**src/rtl/fetch_pkg.sv**
```systemverilog
`default_nettype none

package fetch_pkg;

    localparam int WORD      = 32;
    localparam int HALF_WORD = 16;

    typedef enum logic {
        RUN_PIPELINE   = 1'b0,
        STALL_PIPELINE = 1'b1
    } stall_pipeline_sig;

    typedef enum logic {
        KEEP_PIPELINE  = 1'b0,
        FLUSH_PIPELINE = 1'b1
    } flush_pipeline_sig;

    typedef logic [3:0] opcode_t;

    localparam opcode_t OP_HALT = 4'd15;

    // Register form, also used by HALT
    typedef struct packed {
        opcode_t    opcode;
        logic [3:0] rd;
        logic [3:0] rs1;
        logic [3:0] rs2;
    } r_form_t;

    // Immediate form, opcodes 8 to 14
    typedef struct packed {
        opcode_t    opcode;
        logic [3:0] rd;
        logic [7:0] imm;
    } i_form_t;

    typedef union packed {
        r_form_t r_form;
        i_form_t i_form;
    } instr_t;

endpackage

`default_nettype wire
```
**src/rtl/pc_counter.sv**
```systemverilog
`timescale 1ns/1ps
`default_nettype none

module pc_counter (
    input  logic                       clk_i,
    input  logic                       reset_i,
    input  logic                       clear_i,
    input  logic                       step_i,
    input  logic                       load_i,
    input  logic [fetch_pkg::WORD-1:0] load_pc_i,
    output logic [fetch_pkg::WORD-1:0] pc_o
);
    import fetch_pkg::*;

    localparam logic [WORD-1:0] PC_STEP = WORD'(2);

    // Redirect wins over a plain step
    always_ff @(posedge clk_i) begin
        if (reset_i || clear_i) begin
            pc_o <= '0;
        end else if (load_i) begin
            pc_o <= load_pc_i;
        end else if (step_i) begin
            pc_o <= pc_o + PC_STEP;
        end
    end

    // Instructions are halfword aligned, including redirect targets from outside
    assert property (@(posedge clk_i) disable iff (reset_i)
        !pc_o[0]);

endmodule

`default_nettype wire

```
**config.mk**
```make
export PLATFORM = sky130hd
export DESIGN_NAME = pc_counter
export DESIGN_NICKNAME = d
export VERILOG_FILES = /design/src/rtl/fetch_pkg.sv /design/src/rtl/pc_counter.sv
export SDC_FILE = /design/constraint.sdc
export NUM_CORES = 1
export LEC_CHECK = 0
export BUFFER_PORTS_ARGS = -buffer_cell sky130_fd_sc_hd__buf_2
export CAP_MARGIN = 20
export CORE_ASPECT_RATIO = 0.9
export CORE_MARGIN = 2
export CORE_UTILIZATION = 43
export CTS_BUF_LIST = sky130_fd_sc_hd__clkbuf_8
export DETAILED_ROUTE_END_ITERATION = 6
export PLACE_DENSITY = 0.72
export SYNTH_ARGS = -nofsm -noshare
export SYNTH_HDL_FRONTEND = slang
export SYNTH_SLANG_ARGS = --single-unit
```
**constraint.sdc**
```tcl
create_clock -name clk_i -period 2.2 [get_ports clk_i]
set_input_delay 0.33 -clock clk_i [delete_from_list [all_inputs] [get_ports clk_i]]
set_output_delay 0.33 -clock clk_i [all_outputs]
set_load 0.1 [all_outputs]
```
==> metrics <==
warnings from Yosys=0; TritonCTS buffer count=5; Die Span Y=63.9 um; total number of vias=1,711; number of max-cap violations=0; Chip Width=70.6 um; GR Util All Layers=19.8%; clk_skew=4.79 ps; 1st-iter DRT viols=134; worst skew pair latency=280 ps; ANT nets after route=0; Num Clock Sinks=32; first-pass GRT wire length=7220 um; sequential element share of the synthesized area=37.4%; synth unique cells=29; Hold Slack=280 ps; ant diodes=0; Worst setup SP type=flop; placement row count=21; WL final=4140 um; internal power=0.919 mW; crit path time final=1800 ps; peak supply drop=408 uV; largest cells by area after synthesis=dfxtp_1 (37%), xor2_1 (12%), a21oi_1 (8.2%); required time worst endpoint=2400 ps; switch share=33.5%; flip-flop count of the largest register after layout=32; top flop regs=pc_o x32; Synth Instances=212; DR WL/cell=12.7 um; Post-synth top cells=dfxtp_1 (32), a21oi_1 (28), xor2_1 (23), nand3_1 (19), o21ai_0 (19); synthesis-to-finish area growth=27.4%; Slew Limit Headroom=57.0%; Clock Path Buffers=2; CP peak stage delay=620 ps; P_leak=0.967 nW; Post-Syn Nets=250; Synth async-reset ratio=0%; PortBufs=68; Comb pwr share=21.7%; Highest Clock Rate=0.556 GHz; post-layout util=57.7%; routed vias/inst=5.26; footprint of the multi-input gates=1010 um2; clock power share=32.5%; DRC Markers=0; RSZ-0062 raised after global routing=no; Sw Pwr=0.462 mW; synthesized area per cell=8.09 um2; Critical Path Fanout Max=13; Hold Crit Class=in2reg; Post-CTS Hold Fix Bufs=0; Top reg by flops=pc_o; nets=316; Final Setup Violations=0; Clk pin slew, worst setup/hold paths=60 ps; final-report hold violation count=0; Final period util=81.8%; drt pass-1 iters=4; core footprint=3780 um2; CTS tree=done; H-tree Lvls=2; Slew Limit Fails=0; initial antenna violation count=0; Synth Cell Area=1710 um2; Top delay family on crit path=simple AND/OR/NAND/NOR gates; EDFF count, synth=0; Synth Register Bits=32; largest net degree at the start of global routing=42; CTS root buf=clkbuf_8; fillcell total=395; share of post-route cells with drive strength above 1=33.7%; top-count cell post-synth=dfxtp_1; FF/Latch Area=658 um2; number of gates resized after CTS=0; post-CTS setup buffers=0; Arr. time, crit path=2000 ps; sequential share of power=45.8%; number of global-route vias before repair=1,555; Critical Path End Type=flop; Setup CP Type=reg2reg; Ports=69; outcome=complete, no violations; Initial Util=45.3%; PwrDens=632 nW/um2; Yosys top cell by area=dfxtp_1; Worst path slowest cell=nor4_4; Synth top area share=37.4%; CP Buf/Inv Count=0; dpl hpwl=2990 um; crit-path cells=nand4_4, nor4_4, nand4_1, xor2_1, o31ai_1; slew of the pin with the lowest slew margin=640 ps; GPL Wtd Cong=0.792; TNS Setup=0 ps; grt ovf=0; area of the die=4510 um2; dominant synthesized flop cell=dfxtp_1
## area by class of cell
type,instances,share of cell area (%)
Timing Repair Buffer,70,16.3
Inverter,4,0.687
Sequential cell,32,30.1
Clock inverter,2,0.344
Tap cell,46,2.63
Clock buffer,6,3.78
Multi-Input combinational cell,165,46.2
## metal layers
metal  track usage, %  up-vias  routed length, um
li1                 -      883                  -
met1             28.5      773               2020
met2             29.5       49               1800
met3             5.05        6                279
met4             4.95        0                 44
met5                0        -                  0
## path summary, 6_finish.rpt
kind                start  endpoint  slack, ps  cells after the start
max               pc_o[3]  pc_o[31]        400                      5
min          load_pc_i[8]   pc_o[8]        280                      2
max reg2reg       pc_o[3]  pc_o[31]        400                      5
min reg2reg       pc_o[0]   pc_o[0]        500                      2
## cell usage in the layout, fill, tap and decap left out, types with 11 or more instances in the layout
| cell | synthesis | final |
|---|---|---|
| a21oi_1 | 28 | 28 |
| buf_2 | 1 | 68 |
| dfxtp_2 | 0 | 14 |
| dfxtp_1 | 32 | 18 |
| nor2_1 | 18 | 18 |
| o21ai_0 | 19 | 19 |
| nand2_1 | 11 | 11 |
| xor2_1 | 23 | 23 |
| nand3_1 | 19 | 19 |
## power by group through the flow
| stage | combinational, mW | clock, mW | sequential [mW] |
|---|---|---|---|
| 3_5_place_dp | 0.300 | 0 | 0.645 |
| 6_report | 0.299 | 0.449 | 0.632 |
| 4_1_cts | 0.301 | 0.459 | 0.632 |
| 5_1_grt | 0.318 | 0.495 | 0.636 |
| 2_1_floorplan | 0.0687 | 0 | 0.806 |
| 3_3_place_gp | 0.299 | 0 | 0.644 |
## kinds of logic (layout without fill, tap and decap cells)
group	after synthesis	in the layout	share of synthesized area, %
compound gates	52	52	15.9
xor+xnor	29	29	14.8
fa+ha+maj	1	1	0.730
buf+inv	15	82	3.79
flops	32	32	37.4
mux	3	3	1.75
simple gates	80	80	25.6
## through the flow
step                power, mW  cell area [um2]  cells  worst slack (ps)
floorplan               0.874             1730    212              3.18
global placement        0.943             2090    317               439
detailed placement      0.945             2090    317               397
CTS                      1.39             2180    325               389
global route             1.45             2180    325               186
finish                   1.38             2180    325               401
## worst register-to-register path: cells and delay by family (launching register included)
kind | cells | cell delay [ps]
xor gates and xnor gates | 1 | 180
AOI/OAI and AO/OA | 1 | 180
and+or+nand+nor | 3 | 960
DFF | 1 | 400
Power figures use the tool's default switching activity.
