## config.mk

```make
export PLATFORM = sky130hd
export DESIGN_NAME = instruction_decode
export DESIGN_NICKNAME = d
export VERILOG_FILES = /design/src/rtl/fetch_pkg.sv /design/src/rtl/instruction_decode.sv
export SDC_FILE = /design/constraint.sdc
export NUM_CORES = 1
export LEC_CHECK = 0
export BUFFER_PORTS_ARGS = -buffer_cell sky130_fd_sc_hd__buf_2
export CORE_MARGIN = 10
export CORE_UTILIZATION = 43
export DETAILED_ROUTE_END_ITERATION = 8
export PLACE_DENSITY = 0.79
export SLEW_MARGIN = 25
export SYNTH_ARGS = -nofsm -noshare
export SYNTH_HDL_FRONTEND = slang
export SYNTH_SLANG_ARGS = --single-unit
```

## constraint.sdc

```tcl
create_clock -name clk_i -period 2.2 [get_ports clk_i]
set_input_delay 0.33 -clock clk_i [delete_from_list [all_inputs] [get_ports clk_i]]
set_output_delay 0.33 -clock clk_i [all_outputs]
set_load 0.02 [all_outputs]
```

## src/rtl/fetch_pkg.sv

```systemverilog
`default_nettype none

package fetch_pkg;

    localparam int WORD      = 32;
    localparam int HALF_WORD = 16;

    typedef enum logic {
        RUN_PIPELINE   = 1'b0,
        STALL_PIPELINE = 1'b1
    } stall_pipeline_sig;

    typedef enum logic {
        KEEP_PIPELINE  = 1'b0,
        FLUSH_PIPELINE = 1'b1
    } flush_pipeline_sig;

    typedef logic [3:0] opcode_t;

    localparam opcode_t OP_HALT = 4'd15;

    // Register form, also used by HALT
    typedef struct packed {
        opcode_t    opcode;
        logic [3:0] rd;
        logic [3:0] rs1;
        logic [3:0] rs2;
    } r_form_t;

    // Immediate form, opcodes 8 to 14
    typedef struct packed {
        opcode_t    opcode;
        logic [3:0] rd;
        logic [7:0] imm;
    } i_form_t;

    typedef union packed {
        r_form_t r_form;
        i_form_t i_form;
    } instr_t;

endpackage

`default_nettype wire
```

## src/rtl/instruction_decode.sv

```systemverilog
`timescale 1ns/1ps
`default_nettype none

module instruction_decode (
    input  logic                         clk_i,
    input  logic                         reset_i,
    input  logic                         valid_i,
    input  fetch_pkg::stall_pipeline_sig stall_i,
    input  fetch_pkg::flush_pipeline_sig flush_i,
    input  fetch_pkg::instr_t            instr_i,
    input  logic [fetch_pkg::WORD-1:0]   pc_i,
    output logic                         valid_o,
    output logic                         halt_o,
    output logic [fetch_pkg::WORD-1:0]   pc_o,
    output fetch_pkg::opcode_t           opcode_o,
    output logic [3:0]                   rd_o,
    output logic [3:0]                   rs1_o,
    output logic [3:0]                   rs2_o,
    output logic [7:0]                   imm_o
);
    import fetch_pkg::*;

    logic is_i_form;

    // Opcodes 8..14 carry an immediate
    assign is_i_form = (instr_i.r_form.opcode >= 4'd8) && (instr_i.r_form.opcode <= 4'd14);

    always_ff @(posedge clk_i) begin
        if (reset_i) begin
            valid_o <= 1'b0;
        end else if (flush_i == FLUSH_PIPELINE) begin
            valid_o <= 1'b0;
        end else if (stall_i == RUN_PIPELINE) begin
            valid_o <= valid_i;
        end
    end

    always_ff @(posedge clk_i) begin
        if (stall_i == RUN_PIPELINE) begin
            pc_o     <= pc_i;
            opcode_o <= instr_i.r_form.opcode;
            if (is_i_form) begin
                rd_o  <= instr_i.i_form.rd;
                rs1_o <= '0;
                rs2_o <= '0;
                imm_o <= instr_i.i_form.imm;
            end else begin
                rd_o  <= instr_i.r_form.rd;
                rs1_o <= instr_i.r_form.rs1;
                rs2_o <= instr_i.r_form.rs2;
                imm_o <= '0;
            end
        end
    end

    assign halt_o = valid_o && (opcode_o == OP_HALT);

    // An issued HALT is the last valid instruction; control flushes behind it
    assert property (@(posedge clk_i) disable iff (reset_i)
        (halt_o && stall_i == RUN_PIPELINE) |=> !valid_o);

endmodule

`default_nettype wire

```

==> impl_metrics.ini <==
[run_status]
status = complete, no violations

[worst_setup_path]
endpoint = halt_o
path_cells = nand3_1, nor2_1, buf_2
slowest_delay_ns = 0.35
cp_top_family = flip-flops
reg2reg_setup_slack_ns = 1.58
critPathLaunch = opcode_o[1]$_DFFE_PN_
cp_slowest_cell = edfxtp_1
endpoint_kind = output port
r2r_end = valid_o$_SDFFE_PP0N_
cp-start-kind = flip-flop
cp_num_cells = 3
rr_worst_depth = 2
timing.critical_path.buf_inv = 1
cp.required_ns = 1.87
worstPathMaxFanout = 2
worstPathArrival_ns = 0.99
crit_type = flip-flop to output port
rr_startpoint = valid_o$_SDFFE_PP0N_

[route]
drt-wirelength-per-cell_um = 17.8
vias_per_cell = 4.66
remaining_drc_errors = 0
wl_um = 4610
vias = 1208
drt_iter0_drc = 55
dr.pass1.iters = 4
ant_nets = 0

[timing]
layout_setup_ws_ns = 0.878
setup_viol = 0
finalClockSkew_ns = 0
relSlewSlack_pct = 69.8
post-route-period-util_pct = 60.1
maxSlewViolCount = 0
fmax_mhz = 756
worst_pin_slew_ns = 0.453
min_period_ns = 1.32
fin_tns_setup_ns = 0
rsz0062_at_grt = no
hold_viol_final = 0

[clock_tree]
cts-root-buf = clkbuf_8
cts_resized = 0
clock_latency_ns = 0.32
cts_hold_buf = 0
numCtsBuffers = 9
clk_pin_slew_ns = 0.06
cts.path.max_buffers = 2
post_cts_buffers = 0
htreeDepth = 3
cts.sinks = 57
cts_tree = yes

[placed_design]
dp_slack_ns = 0.796
dpl.cell_count = 243
dp_hpwl_um = 3650
gp_congestion = 0.740
port_buffers = 110

[grt]
grt_pass1_wl_um = 6700
grt_max_degree = 37
grtUsageTotal_pct = 12.0
gr-total-overflow = 0
grt_pass1_vias = 1268
antenna_found_initial = 0

[synthesis]
yosys_warnings = 0
synth-seq-cells = 57
syn_nets = 135
syn_avg_cell_area_sq_um = 23.3
netlist_instances = 82
synth_cell_types = 13
synth.cell_area_sq_um = 1910
seq_area_frac_synth_pct = 88.9

[die]
die_y_um = 86.7
coreArea_sq_um = 4320
dieArea_sq_um = 7520
initial_core_util_pct = 44.2
pin_count = 111
die_x_um = 86.7
core.rowCount = 24

[layout]
area_growth_syn_to_layout_pct = 41.3
nets = 255
antenna_cells = 0
layout-drive-gt1-share_pct = 66.7
final_common_cell = buf_2
fin_cells = 259
layout_common_cells = 110 x buf_2, 56 x edfxtp_1, 9 x clkbuf_8

[hold_path]
hp-class = input port to flip-flop

[power]
p_leak_nw = 1.17
power_density_nw_per_um2 = 918
peakVddDrop_mv = 0.404

[flow_run]
drv_cap = 0
==> routing by layer <==
layer  routed length, um  track usage (%)  part of all wire [%]  up-vias
li1                    -                -                     -      562
met1                1960             13.6                    42      563
met2                2020             16.8                    44       80
met3                 611             8.63                    13        3
met4                  24             4.86                  0.52        0
met5                   0                0                     0        -
==> Yosys cell counts <==
cell type   n  area [sq um]
nor3_1      1          5.00
dfxtp_1     1          20.0
nand3_1     1          5.00
mux2i_1     1          10.0
buf_6       2          22.5
nor2_1      1          3.75
inv_1       1          3.75
nand2_1     1          3.75
and3_2      6          45.0
edfxtp_1   56          1680
nand3_2     1          10.0
and3_1      2          12.5
a21boi_2    8          90.1
==> how the worst min path moves through the flow <==
stage	startpoint	end	slack (ns)	depth (start not counted)
after floorplan	reset_i	valid_o$_SDFFE_PP0N_	0.41	1
after global placement	reset_i	valid_o$_SDFFE_PP0N_	0.49	2
after detailed placement	reset_i	valid_o$_SDFFE_PP0N_	0.49	2
after CTS	reset_i	valid_o$_SDFFE_PP0N_	0.14	2
after global routing	reset_i	valid_o$_SDFFE_PP0N_	0.14	2
final	reset_i	valid_o$_SDFFE_PP0N_	0.16	2
==> through the flow <==
step | utilization [%] | total power [mW] | instance area, sq um | hold slack, ns
global placement | 58.4 | 1.63 | 2530 | 0.494
floorplan | - | 1.49 | 1910 | 0.407
finish | 62.5 | 2.48 | 2700 | 0.158
CTS | 62.5 | 2.52 | 2700 | 0.137
detailed placement | 58.4 | 1.63 | 2530 | 0.493
global route | 62.5 | 2.59 | 2700 | 0.138
==> logic make-up (layout without fill, tap and decap cells) <==
kind of cell | count (synthesis) | in the layout | share of synthesized area (%)
multiplexers | 1 | 1 | 0.523
AND/OR/NAND/NOR | 13 | 13 | 4.45
AO/OA/AOI/OAI | 8 | 8 | 4.71
flip-flops | 57 | 57 | 88.9
buffers and inverters | 3 | 128 | 1.37
==> where the power goes <==
| group | total, mW | switching, mW | leakage (nW) | internal [mW] |
|---|---|---|---|---|
| Sequential | 1.31 | 0.0220 | 0.554 | 1.29 |
| Clock | 0.874 | 0.365 | 0.0898 | 0.510 |
| Combinational | 0.296 | 0.192 | 0.528 | 0.104 |
| Total | 2.48 | 0.579 | 1.17 | 1.90 |
==> area by class of cell <==
cell class / count / area, sq um
Multi-Input combinational cell: 22 / 185
Inverter: 1 / 3.75
Clock inverter: 5 / 46.3
Tap cell: 52 / 65.1
Clock buffer: 11 / 131
Fill cell: 317 / 1620
Timing Repair Buffer: 111 / 571
Sequential cell: 57 / 1700
==> flip-flops by register name, summed over array words and instances, names as in the netlist <==
signal and cells:
opcode_o 4, rd_o 4, imm_o 8, rs1_o 4
pc_o 32, valid_o 1, rs2_o 4
==> worst reg2reg max path: cells and delay by family, from the launching register on <==
family / cells / cell delay [ns]
DFF: 1 / 0.32
muxes: 1 / 0.14
and+or+nand+nor: 1 / 0.06
Power figures use the tool's default switching activity.
