<file path="src/rtl/fetch_pkg.sv">
`default_nettype none

package fetch_pkg;

    localparam int WORD      = 32;
    localparam int HALF_WORD = 16;

    typedef enum logic {
        RUN_PIPELINE   = 1'b0,
        STALL_PIPELINE = 1'b1
    } stall_pipeline_sig;

    typedef enum logic {
        KEEP_PIPELINE  = 1'b0,
        FLUSH_PIPELINE = 1'b1
    } flush_pipeline_sig;

    typedef logic [3:0] opcode_t;

    localparam opcode_t OP_HALT = 4'd15;

    // Register form, also used by HALT
    typedef struct packed {
        opcode_t    opcode;
        logic [3:0] rd;
        logic [3:0] rs1;
        logic [3:0] rs2;
    } r_form_t;

    // Immediate form, opcodes 8 to 14
    typedef struct packed {
        opcode_t    opcode;
        logic [3:0] rd;
        logic [7:0] imm;
    } i_form_t;

    typedef union packed {
        r_form_t r_form;
        i_form_t i_form;
    } instr_t;

endpackage

`default_nettype wire
</file>
<file path="src/rtl/fetch_control.sv">
`timescale 1ns/1ps
`default_nettype none

module fetch_control (
    input  logic                         clk_i,
    input  logic                         reset_i,
    input  logic                         start_i,
    input  logic                         stall_i,
    input  logic                         redirect_i,
    input  logic                         prog_we_i,
    input  logic                         halt_i,
    output logic                         pc_clear_o,
    output logic                         pc_step_o,
    output logic                         pc_load_o,
    output logic                         fetch_valid_o,
    output logic                         mem_write_o,
    output logic                         halted_o,
    output fetch_pkg::stall_pipeline_sig stall_o,
    output fetch_pkg::flush_pipeline_sig flush_o
);
    import fetch_pkg::*;

    typedef enum logic [1:0] {
        IDLE   = 2'd0,
        RUN    = 2'd1,
        HALTED = 2'd2
    } state_t;

    state_t state;
    state_t state_next;
    logic   running;
    logic   halt_take;

    assign running = (state == RUN);

    // HALT counts only when it leaves decode without a stall
    assign halt_take = running && halt_i && !stall_i;

    always_comb begin
        state_next = state;
        case (state)
            IDLE: begin
                if (start_i) begin
                    state_next = RUN;
                end
            end
            RUN: begin
                if (halt_take) begin
                    state_next = HALTED;
                end
            end
            default: begin
                state_next = HALTED;
            end
        endcase
    end

    always_ff @(posedge clk_i) begin
        if (reset_i) begin
            state <= IDLE;
        end else begin
            state <= state_next;
        end
    end

    assign pc_clear_o    = (state == IDLE);
    assign pc_step_o     = running && !stall_i;
    assign pc_load_o     = running && redirect_i;
    assign mem_write_o   = (state == IDLE) && prog_we_i;
    assign halted_o      = (state == HALTED);
    assign stall_o       = (running && stall_i) ? STALL_PIPELINE : RUN_PIPELINE;
    assign flush_o       = (redirect_i || halt_take) ? FLUSH_PIPELINE : KEEP_PIPELINE;
    assign fetch_valid_o = running && (flush_o == KEEP_PIPELINE);

    // A HALT reaches decode only while the machine runs
    assert property (@(posedge clk_i) disable iff (reset_i)
        halt_i |-> running);

    // Halted is left only through reset
    assert property (@(posedge clk_i) disable iff (reset_i)
        halted_o |=> halted_o);

endmodule

`default_nettype wire

</file>
<file path="config.mk">
export PLATFORM = sky130hd
export DESIGN_NAME = fetch_control
export DESIGN_NICKNAME = d
export VERILOG_FILES = /design/src/rtl/fetch_pkg.sv /design/src/rtl/fetch_control.sv
export SDC_FILE = /design/constraint.sdc
export NUM_CORES = 1
export LEC_CHECK = 0
export ABC_AREA = 0
export BUFFER_PORTS_ARGS = -buffer_cell sky130_fd_sc_hd__buf_2
export CORE_AREA = 8 8 45 47
export DETAILED_ROUTE_END_ITERATION = 12
export DIE_AREA = 0 0 53 55
export SLEW_MARGIN = 20
export SYNTH_ARGS = -nofsm -noshare
export SYNTH_HDL_FRONTEND = slang
export SYNTH_SLANG_ARGS = --single-unit
</file>
<file path="constraint.sdc">
create_clock -name clk_i -period 1.4 [get_ports clk_i]
set_clock_uncertainty 0.05 [all_clocks]
set_input_delay 0.28 -clock clk_i [delete_from_list [all_inputs] [get_ports clk_i]]
set_output_delay 0.28 -clock clk_i [all_outputs]
set_load 0.005 [all_outputs]
</file>
==> flow_metrics.py <==
metrics = {
    "run_status": {
        "status": "completed",
    },
    "cts": {
        "cts.sinks": 2,
        "path_clk_slew_ns": 0.03,
        "post_cts_buffers": 0,
        "cts_tree": "done",
        "cts_htree_levels": 1,
        "numCtsBuffers": 3,
        "clock_path_buffers": 2,
        "cts_root_buf": "clkbuf_4",
        "insertion_delay_ns": 0.22,
    },
    "worst_setup_path": {
        "crit_path_start": "state[0]",
        "reg2reg_from": "state[0]",
        "r2r_setup_slack_ns": 0.46,
        "cp_max_fo": 7,
        "cpLargestDelayFamily": "flip-flops",
        "crit_arrival_ns": 1.00,
        "rr_endpoint": "state[0]",
        "cp_slowest_stage_delay_ns": 0.39,
        "path_buf_inv": 1,
        "worstPathRequired_ns": 1.07,
        "crit_path_end": "flush_o",
        "path_cells": "nor2b_4 -> a21o_1 -> buf_2",
        "crit_slowest_cell": "dfxtp_4",
        "end_kind": "output port",
        "start_kind": "flop",
        "cp.depth": 3,
        "ff2ff_path_depth": 2,
        "crit_type": "flop to output port",
    },
    "power": {
        "power_density_nw_per_um2": 936,
        "vdd_drop_max_uv": 336,
        "leakage_uw": 0.000135,
        "total_power_uw": 259,
    },
    "placed_design": {
        "post-place-cells": 48,
        "placed_area_sq_um": 229,
        "dp_hpwl_um": 427,
        "gp_congestion": 0.679,
        "io_buffers": 14,
    },
    "hold_path": {
        "holdPathStages": 2,
        "min_path_type": "input pin to flop",
        "min-delay-start": "reset_i",
    },
    "timing": {
        "max_freq_mhz": 752,
        "hold_viol_final": 0,
        "max_slew.worst_pin.slew_ns": 0.315,
        "slew_violations": 0,
        "max_slew_margin_pct": 79.0,
        "fin_crit_sh_pct": 95.0,
        "finalSetupTns_ns": 0,
        "fin_crit_ns": 1.33,
        "setup_viol": 0,
    },
    "final_layout": {
        "final_cells": 51,
        "top_register": "state",
        "drive_above_1_share_pct": 68.6,
        "num-nets-final": 44,
        "stdcell_area_sq_um": 277,
        "largest_reg_flops": 2,
        "syn_to_final_growth_pct": 99.1,
        "antenna_cells": 0,
        "reg_top3": "state: 2 flops",
    },
    "logic_synthesis": {
        "yosys.area.top_type_share_pct": 28.8,
        "ys_ff_latch": 2,
        "ys_async_sr_fraction_pct": 0,
        "syn-cell-area_sq_um": 139,
        "synth-edff-count": 0,
        "syn-instance-count": 18,
        "synth_area_per_cell_sq_um": 7.72,
        "yosys.area.top_type": "dfxtp_1",
        "synth.top_cells.by_area": "dfxtp_1, and2_1, a2111oi_2, nor2b_1, nor2_1",
        "synthTopCellsByCount": "and2_1, nor2_1, dfxtp_1, nor2b_1",
        "ys_seq_area_share_pct": 28.8,
        "synth.distinct_cells": 12,
        "synthesis.nets": 25,
        "yosys_most_used_dff": "dfxtp_1",
        "yosys_warnings": 0,
    },
    "global_routing": {
        "overflow": 0,
        "grt_pass1_vias": 204,
        "grt_start_max_net_pins": 8,
        "antenna_found_initial": 0,
        "track_usage_pct": 4.26,
        "grt_pass1_wl_um": 807,
    },
    "drt": {
        "wl_per_cell_um": 10.3,
        "wl_um": 523,
        "ant_nets": 0,
        "viasPerCell": 3.41,
        "vias": 174,
        "first_pass_iters": 1,
        "drt-initial-drc-count": 0,
        "drc": 0,
    },
    "job": {
        "max-cap-violations": 0,
    },
    "floorplanning": {
        "core-area_sq_um": 1380,
        "start_util_pct": 10.0,
        "io_pins": 15,
        "rows": 14,
        "die_area_sq_um": 2920,
        "die_x_um": 53,
        "die_h_um": 55,
    },
}
through the flow:
stage	util, %	hold WS, ns	worst slack [ns]
2_1_floorplan	-	0.299	0.320
3_3_place_gp	16.5	0.423	0.193
3_5_place_dp	16.5	0.433	0.161
4_1_cts	18.4	0.185	0.0180
5_1_grt	20.0	0.180	-0.00601
6_report	20.0	0.193	0.0694
layout make-up:
type                            instances  area, sq um
Fill cell                             170         1110
Multi-Input combinational cell         15          115
Timing Repair Buffer                   14         70.1
Sequential cell                         2         45.0
Clock buffer                            3         22.5
Tap cell                               16         20.0
Inverter                                1         3.75
power by group:
group | internal [uW] | switching (uW) | leakage, uW | total [uW]
Sequential | 61.8 | 8.87 | 0.0000175 | 70.7
Combinational | 34.5 | 25.1 | 0.000104 | 59.7
Clock | 94.7 | 33.7 | 0.0000138 | 128
Total | 191 | 67.7 | 0.000135 | 259
cell families (layout without fill, tap and decap cells):
group / after synthesis / count (layout) / share of synthesized area [%]
AOI/OAI and AO/OA: 3 / 3 / 19.8
buffers and inverters: 1 / 18 / 2.70
DFF: 2 / 2 / 28.8
and+or+nand+nor: 12 / 12 / 48.7
worst reg2reg max path, cell delays in order (launching register included):
cell       delay [ns]
dfxtp_4          0.39
nor2_2           0.05
a2111oi_2        0.34
repair_timing:
action                                  CTS  global route
endpoints found under the setup margin    4             5
hold buffers                              0             0
gates resized for setup                   2             5
how the worst min path moves through the flow:
stage | end | slack [ns]
2_1_floorplan | state[1] | 0.30
3_3_place_gp | state[0] | 0.42
3_5_place_dp | state[1] | 0.43
5_1_grt | state[1] | 0.18
4_1_cts | state[0] | 0.18
6_report | state[0] | 0.19
cell usage in the layout, fill, tap and decap left out:
master	synthesis	final
dfxtp_2	0	1
nor2_1	3	3
a21o_1	1	1
and2_1	3	3
clkbuf_4	0	3
a21oi_1	1	1
inv_1	1	1
nor2_2	1	1
buf_2	0	14
nor3_2	0	1
nor2b_1	2	1
nand2b_4	0	1
nor2b_4	0	1
nand3b_1	1	1
dfxtp_4	0	1
a2111oi_2	1	1
metal layers:
metal  wire, um  part of all wire [%]  GRT usage, %  vias up
li1           -                     -             -       95
met2        208                    40          4.88       11
met1        212                    41          4.08       68
met4          0                     0          6.47        0
met5          0                     0             0        -
met3        102                    20          2.94        0
Note: power is estimated with default switching activity, not from simulation.
